$ cat config.mk
export PLATFORM = sky130hd
export DESIGN_NAME = hashcore
export DESIGN_NICKNAME = d
export VERILOG_FILES = /design/src/rtl/sha_core_pkg.sv /design/src/rtl/hash_sequencer.sv /design/src/rtl/ram_access.sv /design/src/rtl/sha256_round.sv /design/src/rtl/working_regs.sv /design/src/rtl/hashcore.sv
export SDC_FILE = /design/constraint.sdc
export NUM_CORES = 2
export LEC_CHECK = 0
export BUFFER_PORTS_ARGS = -buffer_cell sky130_fd_sc_hd__buf_2
export CAP_MARGIN = 40
export CORE_ASPECT_RATIO = 1.25
export CORE_UTILIZATION = 40
export DETAILED_ROUTE_END_ITERATION = 8
export SETUP_SLACK_MARGIN = 0.3
export SLEW_MARGIN = 20
export SYNTH_ARGS = -nofsm -noshare
export SYNTH_HDL_FRONTEND = slang
export SYNTH_HIERARCHICAL = 1
export SYNTH_SLANG_ARGS = --single-unit
$ cat constraint.sdc
create_clock -name clk -period 8.7 [get_ports clk]
set_input_delay 0 -clock clk [delete_from_list [all_inputs] [get_ports clk]]
set_output_delay 0 -clock clk [all_outputs]
set_load 0.05 [all_outputs]
$ cat src/rtl/sha_core_pkg.sv
`default_nettype none

package sha_core_pkg;

    // one hash word, as it sits in RAM and in the working registers
    typedef logic [31:0] word_t;

    // word counter of the load, add and write-back phases
    typedef logic [4:0] cnt_t;

    // round index 0..63
    typedef logic [5:0] rnd_t;

    // cycle within a round, 0..6
    typedef logic [2:0] cyc_t;

    // RAM word address inside the 1k map
    typedef logic [9:0] seg_t;

    typedef enum logic [2:0] {
        PH_IDLE       = 3'd0,
        PH_LOAD_IN    = 3'd1,
        PH_ROUND      = 3'd2,
        PH_ADD_OUT    = 3'd3,
        PH_WRITE_BACK = 3'd4
    } phase_t;

    // RAM map
    // IV and K sit in the low constant area
    localparam seg_t SEG_IV  = 10'd0;
    localparam seg_t SEG_K   = 10'd8;
    // chaining state, rewritten by every block
    localparam seg_t SEG_ST  = 10'd512;
    // 16 message words followed by 48 schedule words
    localparam seg_t SEG_MSG = 10'd544;

    // round offsets with this bit set address the K table instead of the schedule
    localparam int OFF_K_BIT = 9;

    localparam int WORDS_IN     = 8;
    localparam int WORDS_OUT    = 8;
    localparam int ROUNDS       = 64;
    localparam int ROUND_CYCLES = 7;
    localparam int VREG_CNT     = 16;

endpackage

`default_nettype wire

$ cat src/rtl/hash_sequencer.sv
`timescale 1ns/1ps
`default_nettype none

module hash_sequencer (
    input  logic                 clk,
    input  logic                 rst,
    input  logic                 start,
    input  logic                 cfg_firsthash,
    output logic                 busy,
    output logic                 done,
    output logic                 firsthash,
    output sha_core_pkg::phase_t phase,
    output sha_core_pkg::cnt_t   word_cnt,
    output sha_core_pkg::rnd_t   rnd,
    output sha_core_pkg::cyc_t   cyc,
    output sha_core_pkg::cyc_t   cyc_pl2,
    output logic                 in_pl1,
    output logic                 in_pl2,
    output logic                 out_pl1,
    output logic                 out_pl2,
    output logic                 round_pl2,
    output sha_core_pkg::cnt_t   word_cnt_pl1
);

    import sha_core_pkg::*;

    logic   accept;
    logic   counting;
    logic   last_word;
    logic   last_cyc;
    logic   last_rnd;
    logic   round_pl1;
    cyc_t   cyc_pl1;
    phase_t phase_nxt;

    assign accept   = start && !busy;
    assign last_cyc = cyc == cyc_t'(ROUND_CYCLES - 1);
    assign last_rnd = rnd == rnd_t'(ROUNDS - 1);
    assign counting = (phase == PH_LOAD_IN) || (phase == PH_ADD_OUT) ||
                      (phase == PH_WRITE_BACK);

    // load, add and write-back all move eight words
    assign last_word = word_cnt == cnt_t'(WORDS_IN - 1);

    assign done = (phase == PH_WRITE_BACK) && last_word;

    always_comb begin
        phase_nxt = phase;
        case (phase)
            PH_IDLE:       if (accept) phase_nxt = PH_LOAD_IN;
            PH_LOAD_IN:    if (last_word) phase_nxt = PH_ROUND;
            PH_ROUND:      if (last_cyc && last_rnd) phase_nxt = PH_ADD_OUT;
            PH_ADD_OUT:    if (last_word) phase_nxt = PH_WRITE_BACK;
            PH_WRITE_BACK: if (last_word) phase_nxt = PH_IDLE;
            default:       phase_nxt = PH_IDLE;
        endcase
    end

    always_ff @(posedge clk) begin
        if (rst) begin
            phase     <= PH_IDLE;
            busy      <= 1'b0;
            firsthash <= 1'b0;
            word_cnt  <= '0;
            rnd       <= '0;
            cyc       <= '0;
        end else begin
            phase <= phase_nxt;
            if (accept) begin
                busy      <= 1'b1;
                firsthash <= cfg_firsthash;
            end else if (done) begin
                busy <= 1'b0;
            end
            word_cnt <= (counting && !last_word) ? word_cnt + 5'd1 : '0;
            if (phase == PH_ROUND) begin
                cyc <= last_cyc ? '0 : cyc + 3'd1;
                if (last_cyc)
                    rnd <= last_rnd ? '0 : rnd + 6'd1;
            end else begin
                cyc <= '0;
                rnd <= '0;
            end
        end
    end

    // delayed copies match returning read data to its phase
    always_ff @(posedge clk) begin
        if (rst) begin
            in_pl1       <= 1'b0;
            in_pl2       <= 1'b0;
            out_pl1      <= 1'b0;
            out_pl2      <= 1'b0;
            round_pl1    <= 1'b0;
            round_pl2    <= 1'b0;
            cyc_pl1      <= '0;
            cyc_pl2      <= '0;
            word_cnt_pl1 <= '0;
        end else begin
            in_pl1       <= phase == PH_LOAD_IN;
            in_pl2       <= in_pl1;
            out_pl1      <= phase == PH_ADD_OUT;
            out_pl2      <= out_pl1;
            round_pl1    <= phase == PH_ROUND;
            round_pl2    <= round_pl1;
            cyc_pl1      <= cyc;
            cyc_pl2      <= cyc_pl1;
            word_cnt_pl1 <= word_cnt;
        end
    end

endmodule

`default_nettype wire

$ cat src/rtl/ram_access.sv
`timescale 1ns/1ps
`default_nettype none

module ram_access #(
    parameter int aw = 10
) (
    input  logic                 clk,
    input  sha_core_pkg::phase_t phase,
    input  sha_core_pkg::cnt_t   word_cnt,
    input  logic                 firsthash,
    input  sha_core_pkg::seg_t   rnd_off,
    input  logic                 rnd_wr,
    input  sha_core_pkg::word_t  rnd_wdata,
    input  sha_core_pkg::word_t  vreg_wb,
    input  sha_core_pkg::word_t  ram_rdata,
    output logic [aw-1:0]        ram_addr,
    output logic                 ram_wr,
    output sha_core_pkg::word_t  ram_wdata,
    output sha_core_pkg::word_t  rdat_reg
);

    import sha_core_pkg::*;

    logic [aw-1:0] base;
    logic [aw-1:0] offset;
    logic [aw-1:0] chain_base;

    // first block chains from the IV, later blocks from the stored state
    assign chain_base = firsthash ? aw'(SEG_IV) : aw'(SEG_ST);

    always_comb begin
        base      = '0;
        offset    = '0;
        ram_wr    = 1'b0;
        ram_wdata = '0;
        case (phase)
            PH_LOAD_IN, PH_ADD_OUT: begin
                base   = chain_base;
                offset = aw'(word_cnt);
            end
            PH_ROUND: begin
                base      = rnd_off[OFF_K_BIT] ? aw'(SEG_K) : aw'(SEG_MSG);
                offset    = aw'(rnd_off[OFF_K_BIT-1:0]);
                ram_wr    = rnd_wr;
                ram_wdata = rnd_wdata;
            end
            PH_WRITE_BACK: begin
                base      = aw'(SEG_ST);
                offset    = aw'(word_cnt);
                ram_wr    = 1'b1;
                ram_wdata = vreg_wb;
            end
            default: begin
            end
        endcase
    end

    assign ram_addr = base + offset;

    // stage 3 of the read pipeline
    always_ff @(posedge clk) begin
        rdat_reg <= ram_rdata;
    end

endmodule

`default_nettype wire

$ cat src/rtl/sha256_round.sv
`timescale 1ns/1ps
`default_nettype none

module sha256_round (
    input  logic                                              clk,
    input  logic                                              rst,
    input  sha_core_pkg::rnd_t                                rnd,
    input  sha_core_pkg::cyc_t                                cyc,
    input  sha_core_pkg::cyc_t                                cyc_pl2,
    input  logic                                              round_pl2,
    input  sha_core_pkg::word_t                               rdat_reg,
    input  sha_core_pkg::word_t [sha_core_pkg::VREG_CNT-1:0]  vreg,
    output sha_core_pkg::seg_t                                rnd_off,
    output logic                                              rnd_wr,
    output sha_core_pkg::word_t                               rnd_wdata,
    output logic [sha_core_pkg::WORDS_IN:0]                   round_we,
    output sha_core_pkg::word_t [sha_core_pkg::WORDS_IN:0]    round_next
);

    import sha_core_pkg::*;

    // working word 8 holds the schedule accumulator
    localparam int ACC = WORDS_IN;

    function automatic word_t bsig0(input word_t x);
        return {x[1:0], x[31:2]} ^ {x[12:0], x[31:13]} ^ {x[21:0], x[31:22]};
    endfunction

    function automatic word_t bsig1(input word_t x);
        return {x[5:0], x[31:6]} ^ {x[10:0], x[31:11]} ^ {x[24:0], x[31:25]};
    endfunction

    function automatic word_t ssig0(input word_t x);
        return {x[6:0], x[31:7]} ^ {x[17:0], x[31:18]} ^ {3'b0, x[31:3]};
    endfunction

    function automatic word_t ssig1(input word_t x);
        return {x[16:0], x[31:17]} ^ {x[18:0], x[31:19]} ^ {10'b0, x[31:10]};
    endfunction

    function automatic word_t ch(input word_t x, input word_t y, input word_t z);
        return (x & y) ^ (~x & z);
    endfunction

    function automatic word_t maj(input word_t x, input word_t y, input word_t z);
        return (x & y) ^ (x & z) ^ (y & z);
    endfunction

    word_t a, b, c, d, e, f, g, h;
    word_t acc;
    word_t sched;
    word_t t1;
    word_t t2;

    assign a   = vreg[0];
    assign b   = vreg[1];
    assign c   = vreg[2];
    assign d   = vreg[3];
    assign e   = vreg[4];
    assign f   = vreg[5];
    assign g   = vreg[6];
    assign h   = vreg[7];
    assign acc = vreg[ACC];

    // read order per round: W[t], W[t+1], W[t+9], W[t+14], K[t], then write W[t+16]
    always_comb begin
        case (cyc)
            3'd0: rnd_off = seg_t'(rnd);
            3'd1: rnd_off = seg_t'(rnd) + 10'd1;
            3'd2: rnd_off = seg_t'(rnd) + 10'd9;
            3'd3: rnd_off = seg_t'(rnd) + 10'd14;
            3'd4: begin
                rnd_off = seg_t'(rnd);
                rnd_off[OFF_K_BIT] = 1'b1;
            end
            3'd5: rnd_off = seg_t'(rnd) + 10'd16;
            default: rnd_off = seg_t'(rnd);
        endcase
    end

    // W[t+16] only exists for the first 48 rounds
    always_ff @(posedge clk) begin
        if (rst)
            rnd_wr <= 1'b0;
        else
            rnd_wr <= (cyc == 3'd4) && (rnd < rnd_t'(ROUNDS - 16));
    end

    // W[t+14] is in the read register in cycle 5, so the last term is added on the fly
    assign sched     = acc + ssig1(rdat_reg);
    assign rnd_wdata = sched;

    // h already carries W[t]; K[t] arrives in the last cycle
    assign t1 = h + bsig1(e) + ch(e, f, g) + rdat_reg;
    assign t2 = bsig0(a) + maj(a, b, c);

    always_comb begin
        round_we   = '0;
        round_next = vreg[WORDS_IN:0];
        if (round_pl2) begin
            case (cyc_pl2)
                3'd0: begin
                    round_we[ACC]   = 1'b1;
                    round_we[7]     = 1'b1;
                    round_next[ACC] = rdat_reg;
                    round_next[7]   = h + rdat_reg;
                end
                3'd1: begin
                    round_we[ACC]   = 1'b1;
                    round_next[ACC] = acc + ssig0(rdat_reg);
                end
                3'd2: begin
                    round_we[ACC]   = 1'b1;
                    round_next[ACC] = acc + rdat_reg;
                end
                3'd3: begin
                    round_we[ACC]   = 1'b1;
                    round_next[ACC] = sched;
                end
                3'd4: begin
                    round_we[WORDS_IN-1:0] = '1;
                    round_next[0] = t1 + t2;
                    round_next[1] = a;
                    round_next[2] = b;
                    round_next[3] = c;
                    round_next[4] = d + t1;
                    round_next[5] = e;
                    round_next[6] = f;
                    round_next[7] = g;
                end
                default: begin
                end
            endcase
        end
    end

endmodule

`default_nettype wire

$ cat src/rtl/working_regs.sv
`timescale 1ns/1ps
`default_nettype none

module working_regs (
    input  logic                                              clk,
    input  logic                                              in_pl1,
    input  logic                                              in_pl2,
    input  logic                                              out_pl1,
    input  logic                                              out_pl2,
    input  logic                                              round_pl2,
    input  sha_core_pkg::cnt_t                                word_cnt_pl1,
    input  sha_core_pkg::word_t                               rdat_reg,
    input  logic [sha_core_pkg::WORDS_IN:0]                   round_we,
    input  sha_core_pkg::word_t [sha_core_pkg::WORDS_IN:0]    round_next,
    input  sha_core_pkg::cnt_t                                word_cnt,
    output sha_core_pkg::word_t [sha_core_pkg::VREG_CNT-1:0]  vreg,
    output sha_core_pkg::word_t                               vreg_wb
);

    import sha_core_pkg::*;

    logic [WORDS_IN-1:0]   walk;
    word_t [WORDS_IN:0]    word_q;

    // one-hot enable walks up one word per returning read
    // shifts every cycle, so it drains itself between phases
    always_ff @(posedge clk) begin
        walk <= {walk[WORDS_IN-2:0], (in_pl1 || out_pl1) && (word_cnt_pl1 == '0)};
    end

    always_ff @(posedge clk) begin
        for (int i = 0; i <= WORDS_IN; i++) begin
            if (round_pl2 && round_we[i])
                word_q[i] <= round_next[i];
        end
        for (int i = 0; i < WORDS_IN; i++) begin
            if (in_pl2 && walk[i])
                word_q[i] <= rdat_reg;
            // feed-forward of the chaining value
            else if (out_pl2 && walk[i])
                word_q[i] <= word_q[i] + rdat_reg;
        end
    end

    // upper words are spare on the sha-256 path
    always_comb begin
        vreg = '0;
        vreg[WORDS_IN:0] = word_q;
    end

    assign vreg_wb = vreg[word_cnt[3:0]];

endmodule

`default_nettype wire

$ cat src/rtl/hashcore.sv
`timescale 1ns/1ps
`default_nettype none

module hashcore #(
    parameter int aw = 10
) (
    input  logic                clk,
    input  logic                rst,
    input  logic                start,
    output logic                busy,
    output logic                done,
    input  logic                cfg_firsthash,
    output logic [aw-1:0]       ram_addr,
    input  sha_core_pkg::word_t ram_rdata,
    output logic                ram_wr,
    output sha_core_pkg::word_t ram_wdata
);

    import sha_core_pkg::*;

    phase_t              phase;
    cnt_t                word_cnt;
    cnt_t                word_cnt_pl1;
    rnd_t                rnd;
    cyc_t                cyc;
    cyc_t                cyc_pl2;
    logic                firsthash;
    logic                in_pl1;
    logic                in_pl2;
    logic                out_pl1;
    logic                out_pl2;
    logic                round_pl2;
    seg_t                rnd_off;
    logic                rnd_wr;
    word_t               rnd_wdata;
    word_t               rdat_reg;
    word_t               vreg_wb;
    word_t [VREG_CNT-1:0] vreg;
    logic [WORDS_IN:0]   round_we;
    word_t [WORDS_IN:0]  round_next;

    hash_sequencer u_seq (
        .clk, .rst, .start, .cfg_firsthash,
        .busy, .done, .firsthash,
        .phase, .word_cnt, .rnd, .cyc, .cyc_pl2,
        .in_pl1, .in_pl2, .out_pl1, .out_pl2, .round_pl2,
        .word_cnt_pl1
    );

    ram_access #(
        .aw (aw)
    ) u_ram (
        .clk, .phase, .word_cnt, .firsthash,
        .rnd_off, .rnd_wr, .rnd_wdata, .vreg_wb,
        .ram_rdata, .ram_addr, .ram_wr, .ram_wdata,
        .rdat_reg
    );

    sha256_round u_round (
        .clk, .rst, .rnd, .cyc, .cyc_pl2, .round_pl2,
        .rdat_reg, .vreg,
        .rnd_off, .rnd_wr, .rnd_wdata,
        .round_we, .round_next
    );

    working_regs u_regs (
        .clk, .in_pl1, .in_pl2, .out_pl1, .out_pl2, .round_pl2,
        .word_cnt_pl1, .rdat_reg, .round_we, .round_next, .word_cnt,
        .vreg, .vreg_wb
    );

endmodule

`default_nettype wire

### Yosys cells after proc, flatten, opt, wreduce, memory -nomap -nowiden

Cells that the tools add are included.

* flip-flop bits (word level): 365
* output and inout port bits: 45
* memories kept: 0
* bits in writable memories: 0
* input port bits: 36
* latch bits: 0
* logic and storage cells: 226
* ROM bits: 0

* shifts and indexed selects: 0
* order comparisons: 2
* reduce and logical (&&, ||, !) cells: 82
* bitwise gates (word level): 19
* add/subtract/negate cells: 25
* multiply operators: 0
* divide/modulo/power cells: 0
* equality and inequality tests: 21
* muxes and demuxes: 50

Operator list (count)
* 2-to-1 mux 32 bit: 25
* adder 32 bit: 17
* bitwise XOR 32 bit: 9
* 2-to-1 mux 256 bit: 1
* 2-to-1 mux 224 bit: 1
* bitwise AND 32 bit: 5
* binary-select mux 32 bit (select 4 bit): 1
* one-hot mux 32 bit (2 select lines): 2
* one-hot mux 32 bit (4 select lines): 1
* nonzero test 3 bit: 23
* one-hot mux 10 bit (5 select lines): 1
* inverter 32 bit: 1
* bitwise XOR 32 x 22 -> 32 bit: 1
* bitwise XOR 32 x 29 -> 32 bit: 1
* logical AND 1 bit: 31
* one-hot mux 10 bit (3 select lines): 1
* AND reduction 3 bit: 9
* 2-to-1 mux 10 bit: 2
* equality test 3 x 2 -> 1 bit (second input constant): 6
* one-hot mux 9 bit (2 select lines): 1
* equality test 3 bit (second input constant): 5
* 2-to-1 mux 3 bit: 5
* one-hot mux 3 bit (5 select lines): 1
* adder 6 x 4 -> 7 bit (second input constant): 2
* other kinds (29): 47

### Depth between registers and ports, before layout

* depth after elaboration: 11
* gate-level depth with buffers: 32
* mapped depth without buffers: 31

### Cells and area by module

Netlist, hierarchy kept.

Modules (own cells, without submodules)
* working_regs: seq. area each 8808.4 µm², area each 30050.1 µm², instances 1, cells an instance 3476
* sha256_round: seq. area each 20.0 µm², area each 19491.2 µm², instances 1, cells an instance 2980
* ram_access: seq. area each 640.6 µm², area each 1321.3 µm², instances 1, cells an instance 121
* hash_sequencer: seq. area each 720.7 µm², area each 1298.7 µm², instances 1, cells an instance 128

### Least setup slack after synthesis

No wires, ideal clock.

* path type: register -> register
* start point: register u_ram.rdat_reg[1]
* end point: register u_regs.word_q, in the netlist u_regs/vreg[24], data pin
* period minus slack after synthesis: 6.954 ns
* cell stages (with the launch flop): 26
* path slack: 1.746 ns
* arrival: 6.689 ns
* data required time: 8.436 ns
* buffers on the path: 0
* library setup time: 0.264 ns
* cells stage by stage: dfxtp_1 fa_1 fa_1 ha_1 fa_1 a211oi_1 o21ai_1 a31o_2 a21o_1 a21o_1 a21oi_1 xnor2_1 fa_1 ha_1 o21a_1 nor2_1 or3_1 a31oi_1 nor2_1 o211ai_1 a41oi_2 a21oi_1 nor3_1 or3b_1 a22oi_1 o21ai_0

RTL lines
* from (decl): RTL line ram_access.sv:19 `output sha_core_pkg::word_t rdat_reg`
* from (signal assigned): RTL line ram_access.sv:62 `rdat_reg <= ram_rdata;`
* to (signal, indexed assignment): RTL line working_regs.sv:34 `word_q[i] <= round_next[i];`
* to (signal, indexed assignment): RTL line working_regs.sv:38 `word_q[i] <= rdat_reg;`
* to (signal, indexed assignment): RTL line working_regs.sv:41 `word_q[i] <= word_q[i] + rdat_reg;`
* to (decl): RTL line working_regs.sv:23 `word_t [WORDS_IN:0] word_q;`

==> flow_metrics.py <==
metrics = {
    "timing": {
        "rsz0062_at_grt": "no",
        "min_period_over_period": 0.923,
        "finalSetupViolations": 0,
        "final.setup.tns_ns": 0,
        "maxSlewHeadroom": 0.230,
        "fin_ws_ns": 0.674,
        "worstMarginPinSlew_ns": 1.16,
        "report.final.slew_viol_count": 0,
        "fin_skew_ns": 0.0283,
        "finalHoldViolCount": 0,
        "finalCriticalPeriod_ns": 8.03,
        "fmax_ghz": 0.125,
    },
    "final_layout": {
        "multi_input_area_um2": 37800,
        "fill_cells": 12600,
        "largest_register_ffs": 288,
        "syn_to_final_growth_pct": 8.85,
        "fin_nets": 7014,
        "mostFrequentLayoutCells": "nand2_1, a21oi_1, o21ai_0",
        "drive_gt1_frac": 0.0794,
        "fin_area_um2": 54900,
        "seqCellArea_um2": 10200,
        "layout_commonest_cell": "nand2_1",
    },
    "global_route": {
        "met2_usage": 0.535,
        "grt_overflow_total": 0,
        "use_met3": 0.0336,
        "grt_max_degree": 147,
        "gr-usage-all-layers": 0.310,
        "grt.busiest_layer": "met2",
        "grt_pass1_wl_um": 299000,
        "grt_pass1_vias": 47700,
        "grt_use_met1": 0.367,
        "antenna_found_initial": 5,
    },
    "status": {
        "status": "finished, final reports clean",
    },
    "setup_path": {
        "critPathLaunchType": "register",
        "cp-endpoint": "u_regs/vreg[24]$_DFFE_PP_",
        "cp_max_fo": 8,
        "rr_startpoint": "u_regs/vreg[140]$_DFFE_PP_",
        "path_buf_inv": 0,
        "max_stage_delay_ns": 0.63,
        "worst-setup-path-type": "reg2reg",
        "worstReg2RegEnd": "u_regs/vreg[24]$_DFFE_PP_",
        "ff2ff_path_depth": 25,
        "path_common_cell": "fa_1",
        "worstPathArrival_ns": 8.43,
        "crit_start": "u_regs/vreg[140]$_DFFE_PP_",
        "worstSetupEndpointType": "register",
        "reg2reg_slack_ns": 0.67,
        "required_ns": 9.11,
        "critical-path-slowest-cell": "a311oi_1",
        "crit_cells": 25,
        "path_delay_family": "compound AO/OA/AOI/OAI gates",
    },
    "logic_synthesis": {
        "syn_area_um2": 50500,
        "yosysWarnings": 6,
        "synthesis.instances": 6480,
        "avgSynthCellArea_um2": 7.79,
    },
    "drt": {
        "detail-route-antenna-nets": 0,
        "via_per_inst": 6.11,
        "vias": 49400,
        "route.detailed.drc": 0,
        "wl_um": 203000,
        "drtIter0Drc": 4746,
        "wire_per_inst_um": 25.1,
        "drt-pass1-iter-count": 8,
    },
    "cts": {
        "tritoncts": "done",
        "cts.sinks": 365,
        "numCtsBuffers": 51,
        "clk_pin_slew_worst_paths_ns": 0.06,
        "htree_levels": 2,
        "root_buffer": "clkbuf_16",
        "cts_resized": 0,
        "clk_path_buf_depth": 3,
        "clkLatencyLatePin_ns": 0.68,
    },
    "pwr": {
        "ir_drop_v": 0.000150,
        "p_comb_frac": 0.384,
        "leakagePower_nw": 22.5,
        "swShare": 0.381,
        "p_int_w": 0.00418,
        "p_total_w": 0.00674,
        "switchingPower_w": 0.00257,
        "clockPowerShare": 0.331,
        "powerDensity_nw_per_um2": 123,
        "seqPwrFrac": 0.285,
    },
    "place": {
        "placed_area_um2": 52600,
        "place.gp.congestion": 1.01,
        "io_buffers": 79,
        "pre_cts_slack_ns": 0.773,
        "hpwl_um": 158000,
    },
    "die": {
        "fp.dieH_um": 399,
        "die_w_um": 320,
        "initial_core_util": 0.404,
        "num_rows": 145,
        "ios": 81,
        "design.core.area_um2": 125000,
        "design.die.area_um2": 128000,
    },
    "hold_path": {
        "holdCritPathClass": "in2reg",
    },
    "job": {
        "maxCapViolations": 0,
    },
}
==> power by group through the flow <==
stage               logic, W  clock network, W  registers, W
global placement     0.00248                 0       0.00196
global route         0.00281           0.00233       0.00192
floorplan            0.00189                 0       0.00195
CTS                  0.00253           0.00228       0.00192
detailed placement   0.00249                 0       0.00196
finish               0.00259           0.00223       0.00192
==> worst min path at each step <==
| stage | startpoint | to | depth (start not counted) |
|---|---|---|---|
| floorplan | ram_rdata[0] | u_ram/rdat_reg[0]$_DFF_P_ | 0 |
| global placement | ram_rdata[23] | u_ram/rdat_reg[23]$_DFF_P_ | 1 |
| detailed placement | ram_rdata[18] | u_ram/rdat_reg[18]$_DFF_P_ | 1 |
| CTS | ram_rdata[5] | u_ram/rdat_reg[5]$_DFF_P_ | 2 |
| global route | ram_rdata[5] | u_ram/rdat_reg[5]$_DFF_P_ | 2 |
| finish | ram_rdata[5] | u_ram/rdat_reg[5]$_DFF_P_ | 2 |
==> cell type report <==
class                   instances  share of cell area
multi-input cells            5460               0.688
flip-flops and latches        365               0.186
repair buffers                287              0.0396
well taps                    1617              0.0368
clock buffers                  81              0.0294
inverters                     262              0.0180
clock inverters                15             0.00173
diodes                          3            0.000137
==> stage by stage <==
| step | std cells | util | hold slack (ns) |
|---|---|---|---|
| after floorplan | 6481 | - | 0.0277 |
| after global placement | 7922 | 0.420 | 0.103 |
| after detailed placement | 7926 | 0.421 | 0.104 |
| after CTS | 8086 | 0.439 | 0.0383 |
| after global routing | 8087 | 0.439 | 0.0753 |
| final | 8090 | 0.440 | 0.0840 |
==> layer usage <==
layer  vias up  routed length [um]
met5         -                  45
met4         6               14200
met3       517               13100
met2      2044               96600
met1     23700               79300
li1      23100                   -
==> repair_timing <==
item	in CTS	in global routing
hold buffers	64	0
hold endpoints to repair	54	0
setup buffers	0	0
Power figures use the tool's default switching activity.
